### src/design/hot_tracker_pkg.sv
package hot_tracker_pkg;

  ////////////////////////////////////////////////////////////
  // widths
  ////////////////////////////////////////////////////////////

  localparam int ADDR_SIZE  = 33;                    // cache-line address
  localparam int DATA_SIZE  = 22;                    // page number
  localparam int PAGE_SHIFT = ADDR_SIZE - DATA_SIZE; // line bits inside one page
  localparam int CNT_SIZE   = 13;                    // access counter, saturating
  localparam int CMD_WIDTH  = 4;                     // query command

  ////////////////////////////////////////////////////////////
  // limits and default sizes
  ////////////////////////////////////////////////////////////

  localparam int TOP_K           = 5; // larger commands are clamped to this
  localparam int DEF_NUM_ENTRY   = 8; // table entries per bank
  localparam int DEF_MIG_CREDITS = 2; // credits the consumer grants at reset

  ////////////////////////////////////////////////////////////
  // types
  ////////////////////////////////////////////////////////////

  typedef logic [ADDR_SIZE-1:0] addr_t; // line address
  typedef logic [DATA_SIZE-1:0] page_t; // address >> PAGE_SHIFT
  typedef logic [CNT_SIZE-1:0]  cnt_t;  // all ones means saturated
  typedef logic [CMD_WIDTH-1:0] cmd_t;  // requested number of pages

endpackage

### src/design/access_filter.sv
`timescale 1ns/100ps

module access_filter (
  input  logic                  clk_400mhz,
  input  logic                  rstn,
  input  hot_tracker_pkg::addr_t araddr,
  input  logic                  arvalid,
  input  logic                  arready,
  input  hot_tracker_pkg::addr_t csr_addr_lb,
  input  hot_tracker_pkg::addr_t csr_addr_ub,
  output logic                  mem_chan_rd_en,
  output logic                  even_hit_en,
  output hot_tracker_pkg::page_t even_page,
  output logic                  odd_hit_en,
  output hot_tracker_pkg::page_t odd_page
);

  import hot_tracker_pkg::*;

  addr_t lb_r;      // window bounds, inclusive
  addr_t ub_r;
  page_t acc_page;
  logic  in_range;
  logic  accept;

  ////////////////////////////////////////////////////////////
  // bound registers
  ////////////////////////////////////////////////////////////

  // csr side is quasi-static, one flop stage is enough
  always_ff @(posedge clk_400mhz or negedge rstn) begin
    if (!rstn) begin
      lb_r <= '0;
      ub_r <= '0;
    end else begin
      lb_r <= csr_addr_lb;
      ub_r <= csr_addr_ub;
    end
  end

  ////////////////////////////////////////////////////////////
  // range test and bank steering
  ////////////////////////////////////////////////////////////

  assign in_range       = (araddr >= lb_r) && (araddr <= ub_r);
  assign accept         = arvalid & arready & in_range; // completed handshake in window
  assign mem_chan_rd_en = accept;

  assign acc_page = araddr[ADDR_SIZE-1:PAGE_SHIFT]; // drop line bits

  // lowest page bit picks the bank
  assign even_hit_en = accept & ~acc_page[0];
  assign odd_hit_en  = accept & acc_page[0];
  assign even_page   = acc_page;
  assign odd_page    = acc_page;

endmodule

### src/design/hot_tracker_bank.sv
`timescale 1ns/100ps

module hot_tracker_bank #(
  parameter  int NUM_ENTRY = hot_tracker_pkg::DEF_NUM_ENTRY,
  localparam int IDX_W     = $clog2(NUM_ENTRY)
) (
  input  logic                  clk_400mhz,
  input  logic                  rstn,
  input  logic                  hit_en,
  input  hot_tracker_pkg::page_t page,
  input  logic                  busy,
  input  logic                  clr_en,
  input  logic [IDX_W-1:0]      clr_idx,
  output logic                  max_valid,
  output hot_tracker_pkg::page_t max_page,
  output hot_tracker_pkg::cnt_t  max_cnt,
  output logic [IDX_W-1:0]      max_idx
);

  import hot_tracker_pkg::*;

  logic [NUM_ENTRY-1:0] valid;          // entry holds a tracked page
  page_t                page_tab [NUM_ENTRY];
  cnt_t                 cnt_tab  [NUM_ENTRY];

  logic                 upd_en;
  logic                 hit;
  logic [IDX_W-1:0]     hit_idx;
  logic                 has_free;
  logic [IDX_W-1:0]     free_idx;

  // table is frozen while a query walks it
  assign upd_en = hit_en & ~busy;

  ////////////////////////////////////////////////////////////
  // lookup
  ////////////////////////////////////////////////////////////

  always_comb begin
    hit     = 1'b0;
    hit_idx = '0;
    for (int i = 0; i < NUM_ENTRY; i++) begin
      if (!hit && valid[i] && (page_tab[i] == page)) begin
        hit     = 1'b1;
        hit_idx = IDX_W'(i);
      end
    end
  end

  always_comb begin
    has_free = 1'b0;
    free_idx = '0;
    for (int i = 0; i < NUM_ENTRY; i++) begin
      if (!has_free && !valid[i]) begin // first free slot wins
        has_free = 1'b1;
        free_idx = IDX_W'(i);
      end
    end
  end

  ////////////////////////////////////////////////////////////
  // table update
  ////////////////////////////////////////////////////////////

  always_ff @(posedge clk_400mhz or negedge rstn) begin
    if (!rstn) begin
      valid <= '0;
    end else begin
      if (clr_en) begin
        valid[clr_idx] <= 1'b0; // entry handed to migration
      end
      if (upd_en && !hit && has_free) begin
        valid[free_idx] <= 1'b1;
      end
    end
  end

  always_ff @(posedge clk_400mhz) begin
    if (upd_en) begin
      if (hit) begin
        if (cnt_tab[hit_idx] != '1) begin
          cnt_tab[hit_idx] <= cnt_tab[hit_idx] + 1'b1;
        end
      end else if (has_free) begin
        page_tab[free_idx] <= page;
        cnt_tab[free_idx]  <= cnt_t'(1);
      end
      // full table and a miss, the access is simply dropped
    end
  end

  ////////////////////////////////////////////////////////////
  // hottest-entry search
  ////////////////////////////////////////////////////////////

  // strict compare keeps the lower index on a tie
  always_comb begin
    max_valid = 1'b0;
    max_page  = '0;
    max_cnt   = '0;
    max_idx   = '0;
    for (int i = 0; i < NUM_ENTRY; i++) begin
      if (valid[i] && (!max_valid || (cnt_tab[i] > max_cnt))) begin
        max_valid = 1'b1;
        max_page  = page_tab[i];
        max_cnt   = cnt_tab[i];
        max_idx   = IDX_W'(i);
      end
    end
  end

endmodule

### src/design/mig_addr_selector.sv
`timescale 1ns/100ps

module mig_addr_selector #(
  parameter  int NUM_ENTRY   = hot_tracker_pkg::DEF_NUM_ENTRY,
  parameter  int MIG_CREDITS = hot_tracker_pkg::DEF_MIG_CREDITS,
  localparam int IDX_W       = $clog2(NUM_ENTRY)
) (
  input  logic                  clk_400mhz,
  input  logic                  rstn,
  input  logic                  query_en,
  input  hot_tracker_pkg::cmd_t  query_cmd,
  input  logic                  mig_credit,
  input  logic                  even_max_valid,
  input  hot_tracker_pkg::page_t even_max_page,
  input  hot_tracker_pkg::cnt_t  even_max_cnt,
  input  logic [IDX_W-1:0]      even_max_idx,
  input  logic                  odd_max_valid,
  input  hot_tracker_pkg::page_t odd_max_page,
  input  hot_tracker_pkg::cnt_t  odd_max_cnt,
  input  logic [IDX_W-1:0]      odd_max_idx,
  output logic                  query_ready,
  output logic                  busy,
  output logic                  even_clr_en,
  output logic                  odd_clr_en,
  output logic [IDX_W-1:0]      clr_idx,
  output logic                  mig_addr_en,
  output hot_tracker_pkg::addr_t mig_addr
);

  import hot_tracker_pkg::*;

  localparam int CRED_W = $clog2(MIG_CREDITS + 1);

  logic              busy_r;    // query in progress
  cmd_t              remain;    // pages still to send
  cmd_t              k_clamped;
  logic [CRED_W-1:0] credits;
  logic              accept;
  logic              any_valid;
  logic              pick_even;
  logic              emit;
  page_t             pick_page;

  assign query_ready = ~busy_r;
  assign busy        = busy_r;
  assign accept      = query_en & query_ready;
  assign k_clamped   = (query_cmd > cmd_t'(TOP_K)) ? cmd_t'(TOP_K) : query_cmd;

  ////////////////////////////////////////////////////////////
  // merge of the two bank candidates
  ////////////////////////////////////////////////////////////

  assign any_valid = even_max_valid | odd_max_valid;
  assign pick_even = even_max_valid & (~odd_max_valid | (even_max_cnt >= odd_max_cnt));
  assign pick_page = pick_even ? even_max_page : odd_max_page;
  assign emit      = busy_r & any_valid & (credits != '0); // no credit, tables untouched

  assign even_clr_en = emit & pick_even;
  assign odd_clr_en  = emit & ~pick_even;
  assign clr_idx     = pick_even ? even_max_idx : odd_max_idx;

  ////////////////////////////////////////////////////////////
  // query control
  ////////////////////////////////////////////////////////////

  always_ff @(posedge clk_400mhz or negedge rstn) begin
    if (!rstn) begin
      busy_r <= 1'b0;
      remain <= '0;
    end else if (accept) begin
      busy_r <= (k_clamped != '0); // zero command ends right away
      remain <= k_clamped;
    end else if (busy_r) begin
      if (!any_valid) begin
        busy_r <= 1'b0;            // both banks drained early
      end else if (emit) begin
        remain <= remain - 1'b1;
        if (remain == cmd_t'(1)) begin
          busy_r <= 1'b0;
        end
      end
    end
  end

  ////////////////////////////////////////////////////////////
  // credits and migration output
  ////////////////////////////////////////////////////////////

  // spent when the address is launched, returned by the consumer pulse
  always_ff @(posedge clk_400mhz or negedge rstn) begin
    if (!rstn) begin
      credits <= CRED_W'(MIG_CREDITS);
    end else begin
      credits <= credits - CRED_W'(emit) + CRED_W'(mig_credit);
    end
  end

  always_ff @(posedge clk_400mhz or negedge rstn) begin
    if (!rstn) begin
      mig_addr_en <= 1'b0;
    end else begin
      mig_addr_en <= emit;
    end
  end

  always_ff @(posedge clk_400mhz) begin
    if (emit) begin
      mig_addr <= {pick_page, {PAGE_SHIFT{1'b0}}}; // first line of the page
    end
  end

endmodule

### src/design/hot_tracker_top.sv
`timescale 1ns/100ps

module hot_tracker_top #(
  parameter int NUM_ENTRY   = hot_tracker_pkg::DEF_NUM_ENTRY,
  parameter int MIG_CREDITS = hot_tracker_pkg::DEF_MIG_CREDITS
) (
  input  logic                  clk_400mhz,
  input  logic                  rstn,
  input  hot_tracker_pkg::addr_t araddr,
  input  logic                  arvalid,
  input  logic                  arready,
  input  hot_tracker_pkg::addr_t csr_addr_lb,
  input  hot_tracker_pkg::addr_t csr_addr_ub,
  input  logic                  query_en,
  input  hot_tracker_pkg::cmd_t  query_cmd,
  input  logic                  mig_credit,
  output logic                  mem_chan_rd_en,
  output logic                  query_ready,
  output logic                  mig_addr_en,
  output hot_tracker_pkg::addr_t mig_addr
);

  import hot_tracker_pkg::*;

  localparam int IDX_W = $clog2(NUM_ENTRY);

  ////////////////////////////////////////////////////////////
  // filter to banks
  ////////////////////////////////////////////////////////////

  logic             even_hit_en;
  page_t            even_page;
  logic             odd_hit_en;
  page_t            odd_page;

  ////////////////////////////////////////////////////////////
  // banks to selector and back
  ////////////////////////////////////////////////////////////

  logic             even_max_valid;
  page_t            even_max_page;
  cnt_t             even_max_cnt;
  logic [IDX_W-1:0] even_max_idx;
  logic             odd_max_valid;
  page_t            odd_max_page;
  cnt_t             odd_max_cnt;
  logic [IDX_W-1:0] odd_max_idx;
  logic             busy;
  logic             even_clr_en;
  logic             odd_clr_en;
  logic [IDX_W-1:0] clr_idx;

  access_filter u_access_filter (
    .clk_400mhz     (clk_400mhz),
    .rstn           (rstn),
    .araddr         (araddr),
    .arvalid        (arvalid),
    .arready        (arready),
    .csr_addr_lb    (csr_addr_lb),
    .csr_addr_ub    (csr_addr_ub),
    .mem_chan_rd_en (mem_chan_rd_en),
    .even_hit_en    (even_hit_en),
    .even_page      (even_page),
    .odd_hit_en     (odd_hit_en),
    .odd_page       (odd_page)
  );

  hot_tracker_bank #(.NUM_ENTRY(NUM_ENTRY)) u_even_bank (
    .clk_400mhz (clk_400mhz),
    .rstn       (rstn),
    .hit_en     (even_hit_en),
    .page       (even_page),
    .busy       (busy),
    .clr_en     (even_clr_en),
    .clr_idx    (clr_idx),
    .max_valid  (even_max_valid),
    .max_page   (even_max_page),
    .max_cnt    (even_max_cnt),
    .max_idx    (even_max_idx)
  );

  hot_tracker_bank #(.NUM_ENTRY(NUM_ENTRY)) u_odd_bank (
    .clk_400mhz (clk_400mhz),
    .rstn       (rstn),
    .hit_en     (odd_hit_en),
    .page       (odd_page),
    .busy       (busy),
    .clr_en     (odd_clr_en),
    .clr_idx    (clr_idx),
    .max_valid  (odd_max_valid),
    .max_page   (odd_max_page),
    .max_cnt    (odd_max_cnt),
    .max_idx    (odd_max_idx)
  );

  mig_addr_selector #(
    .NUM_ENTRY   (NUM_ENTRY),
    .MIG_CREDITS (MIG_CREDITS)
  ) u_mig_addr_selector (
    .clk_400mhz     (clk_400mhz),
    .rstn           (rstn),
    .query_en       (query_en),
    .query_cmd      (query_cmd),
    .mig_credit     (mig_credit),
    .even_max_valid (even_max_valid),
    .even_max_page  (even_max_page),
    .even_max_cnt   (even_max_cnt),
    .even_max_idx   (even_max_idx),
    .odd_max_valid  (odd_max_valid),
    .odd_max_page   (odd_max_page),
    .odd_max_cnt    (odd_max_cnt),
    .odd_max_idx    (odd_max_idx),
    .query_ready    (query_ready),
    .busy           (busy),
    .even_clr_en    (even_clr_en),
    .odd_clr_en     (odd_clr_en),
    .clr_idx        (clr_idx),
    .mig_addr_en    (mig_addr_en),
    .mig_addr       (mig_addr)
  );

endmodule

### config.mk
export PLATFORM = sky130hd
export DESIGN_NAME = hot_tracker_top
export DESIGN_NICKNAME = d
export VERILOG_FILES = /design/src/design/hot_tracker_pkg.sv /design/src/design/access_filter.sv /design/src/design/hot_tracker_bank.sv /design/src/design/mig_addr_selector.sv /design/src/design/hot_tracker_top.sv
export SDC_FILE = /design/constraint.sdc
export NUM_CORES = 2
export LEC_CHECK = 0
export BUFFER_PORTS_ARGS = -buffer_cell sky130_fd_sc_hd__buf_2
export CORE_MARGIN = 3
export CORE_UTILIZATION = 60
export DETAILED_ROUTE_END_ITERATION = 8
export HOLD_SLACK_MARGIN = 0.1
export PLACE_DENSITY = 0.78
export SETUP_SLACK_MARGIN = 0.2
export SKIP_CTS_REPAIR_TIMING = 1
export SLEW_MARGIN = 20
export SYNTH_ARGS = -nofsm -noshare
export SYNTH_HDL_FRONTEND = slang
export SYNTH_SLANG_ARGS = --single-unit
export TNS_END_PERCENT = 30
### constraint.sdc
create_clock -name clk_400mhz -period 20.3 [get_ports clk_400mhz]
set_input_delay 1.015 -clock clk_400mhz [delete_from_list [all_inputs] [get_ports clk_400mhz]]
set_output_delay 1.015 -clock clk_400mhz [all_outputs]
set_load 0.05 [all_outputs]
==> impl_metrics.yaml <==
logic_synthesis:
  synth_area_leaders: "edfxtp_1 43%, ha_1 8.2%, dfrtp_1 5.5%, xor2_1 5.4%, xnor2_1 2.6%"
  yosysTopAreaCell: "edfxtp_1"
  synthMuxAreaShare_pct: 2.34
  synth_top_family_by_area: "compound AO/OA/AOI/OAI gates"
  syn-mean-instance-area_um2: 11.0
  synth_cell_types: 109
  synthSimpleGateAreaFrac_pct: 14.1
  yosys.cell_count.top_type: "edfxtp_1"
  yosys.area_share.adder_pct: 8.22
  synth_edf_count: 582
  yosys_most_used_dff: "edfxtp_1"
  synthCells: 3689
  ys_seq_area_share_pct: 48.6
  synth_compound_gate_area_share_pct: 14.3
  yosysWarnings: 0
  ys_async_sr_fraction_pct: 13.4
  ys_ff_latch: 672
  synth-xor-area-share_pct: 8.21
  synth_top_area_share_pct: 43.0
  ys_top_cells_by_count: "582 x edfxtp_1, 267 x ha_1, 251 x nand2_1"
  syn_area_um2: 40600
routing:
  wl_per_cell_um: 26.1
  wl_um: 124000
  via_per_inst: 6.73
  firstDrtPassIters: 6
  postRouteAntennaNets: 0
  drc: 0
  via_count: 31825
  first_iter_violations: 4170
timing:
  skew_ns: 0.0287
  tightest_slew_ns: 1.15
  min_period_over_period_pct: 94.4
  slew_headroom_pct: 22.8
  rsz0062_at_grt: "false"
  period_minus_slack_ns: 19.16
  final-hold-violation-count: 0
  fin_setup_tns_ns: 0
  final_max_slew_viol_count: 0
  timing.final.ws_setup_ns: 1.14
  setup_viol: 0
  timing.fmax_ghz: 0.0522
run:
  cap_viol_max_count: 0
setup_path:
  r2r_cells: 73
  required_ns: 20.76
  crit_slowest_cell: "dfrtp_2"
  crit_fanout: 43
  reg2reg_slack_ns: 1.14
  worstPathArrival_ns: 19.62
  start_kind: "flip-flop"
  cpMostUsedCell: "buf_4"
  slowest_delay_ns: 0.62
  rr_startpoint: "u_odd_bank.valid[0]"
  r2r-end: "u_odd_bank.valid[0]"
  crit_type: "reg -> reg"
  cp-end-kind: "flip-flop"
cts:
  clk_pin_slew_ns: 0.06
  htree_num_levels: 3
  cts.path.max_buffers: 3
  cts.sinks: 672
  cts_root_buffer: "clkbuf_16"
  clkLatencyLatePin_ns: 0.63
  cts_tree: "yes"
  numCtsBuffers: 73
power:
  p_switching_mw: 1.34
  total_power_mw: 4.10
  powerDensity_nw_per_um2: 91.8
  p_leak_nw: 16.3
  combinationalPowerShare_pct: 28.2
  intPower_mw: 2.76
  p_sw_share_pct: 32.7
  ir_drop_mv: 0.101
  seqPwrFrac_pct: 38.8
  clockPowerShare_pct: 33.0
placement:
  dp_hpwl_um: 89900
  gp_congestion: 0.972
  place_ws_ns: 0.879
  portBuffers: 133
  place_inst: 4590
finish:
  layout-drive-gt1-share_pct: 13.4
  final_cells: 4726
  utilization_pct: 67.2
  nets: 4178
  syn_to_final_growth_pct: 9.90
floorplan:
  start_util_pct: 61.1
  fp-row-count: 94
  dieArea_um2: 70900
  dieHeight_um: 266
  ioPinCount: 145
  fp.dieW_um: 266
  core_um2: 66500
status:
  outcome: "complete, no violations"
global_route:
  grt.overflow.total: 0
  grt_pass1_wl_um: 185000
  grt_pass1_vias: 30812
  track_usage_pct: 34.3
  grt_max_degree: 71
  antenna_found_initial: 0
min_path:
  min_path_type: "in -> async"
==> cell families (layout without fill, tap and decap cells) <==
group / count (synthesis) / after routing
XOR/XNOR: 375 / 375
flip-flops: 672 / 672
multiplexers: 92 / 92
buffers and inverters: 344 / 505
AO/OA/AOI/OAI: 847 / 848
other: 1 / 12
adder cells (fa/ha/maj): 267 / 267
AND/OR/NAND/NOR: 1091 / 1091
==> critical path, delay by kind of cell, from the launching register on <==
kind	cells	cell delay [ns]
buffers and inverters	11	3.52
AND/OR/NAND/NOR	21	4.24
multiplexers	2	0.78
adder cells (fa/ha/maj)	8	2.42
AO/OA/AOI/OAI	31	7.32
flip-flops	1	0.62
==> cells in the final DEF, fill, tap and decap left out, types with 87 or more instances in the layout <==
| master | netlist | final |
|---|---|---|
| ha_1 | 267 | 267 |
| xnor2_1 | 121 | 121 |
| inv_1 | 148 | 148 |
| nor4_1 | 104 | 104 |
| buf_2 | 17 | 132 |
| nor2_1 | 193 | 174 |
| xor2_1 | 249 | 249 |
| nor3_1 | 126 | 115 |
| a21oi_1 | 207 | 203 |
| edfxtp_1 | 582 | 582 |
| dfrtp_1 | 89 | 87 |
| nand2_1 | 251 | 250 |
| buf_4 | 25 | 89 |
| o21ai_0 | 110 | 108 |
==> worst max path at each step <==
stage | to | from
final | u_odd_bank.valid[0] | u_odd_bank.valid[0]
after global routing | u_odd_bank.valid[0] | u_odd_bank.valid[0]
after CTS | u_odd_bank.valid[7] | u_even_bank.valid[0]
after detailed placement | u_odd_bank.valid[7] | u_even_bank.valid[0]
after global placement | u_odd_bank.valid[7] | u_even_bank.valid[0]
after floorplan | u_mig_addr_selector.mig_addr[15] | u_even_bank.valid[0]
==> per-layer routing <==
layer  global-route usage [%]  vias up  share of wire (%)
li1                         -    14168                  -
met1                     48.4    15228                 40
met2                     52.0     2127                 44
met3                     7.17      302                 12
met4                     14.3        0                4.2
met5                        0        -                  0
==> power groups by stage <==
stage / Clock, mW / Sequential [mW] / Combinational [mW]
after global placement: 0 / 1.62 / 1.11
after detailed placement: 0 / 1.62 / 1.12
after CTS: 1.36 / 1.59 / 1.14
after floorplan: 0 / 1.65 / 0.726
after global routing: 1.42 / 1.59 / 1.26
final: 1.35 / 1.59 / 1.16
==> area by class of cell <==
cell class                 count  area [um2]
inverter                     149         559
clock buffer                  95        2070
fill                        4956       21800
antenna                        1        2.50
multi-input combinational   2684       19500
clock inverter                39         370
sequential                   672       19700
tap                          864        1080
timing repair buffer         222        1340
==> through the flow <==
stage          cell area (um2)  hold WS, ns
6_report                 44600        0.258
5_1_grt                  44600        0.261
4_1_cts                  44500        0.244
3_5_place_dp             42100        0.480
3_3_place_gp             42100        0.486
2_1_floorplan            40700        0.469
==> flip-flops by register name, summed over array words and instances, names as in the netlist, 22 cells and up <==
| name | flops |
|---|---|
| u_odd_bank.cnt_tab | 104 |
| u_odd_bank.page_tab | 176 |
| u_even_bank.cnt_tab | 104 |
| u_even_bank.page_tab | 176 |
| u_access_filter.ub_r | 33 |
| u_mig_addr_selector.mig_addr | 22 |
| u_access_filter.lb_r | 33 |
No activity file was read; power rests on OpenSTA's default activity.
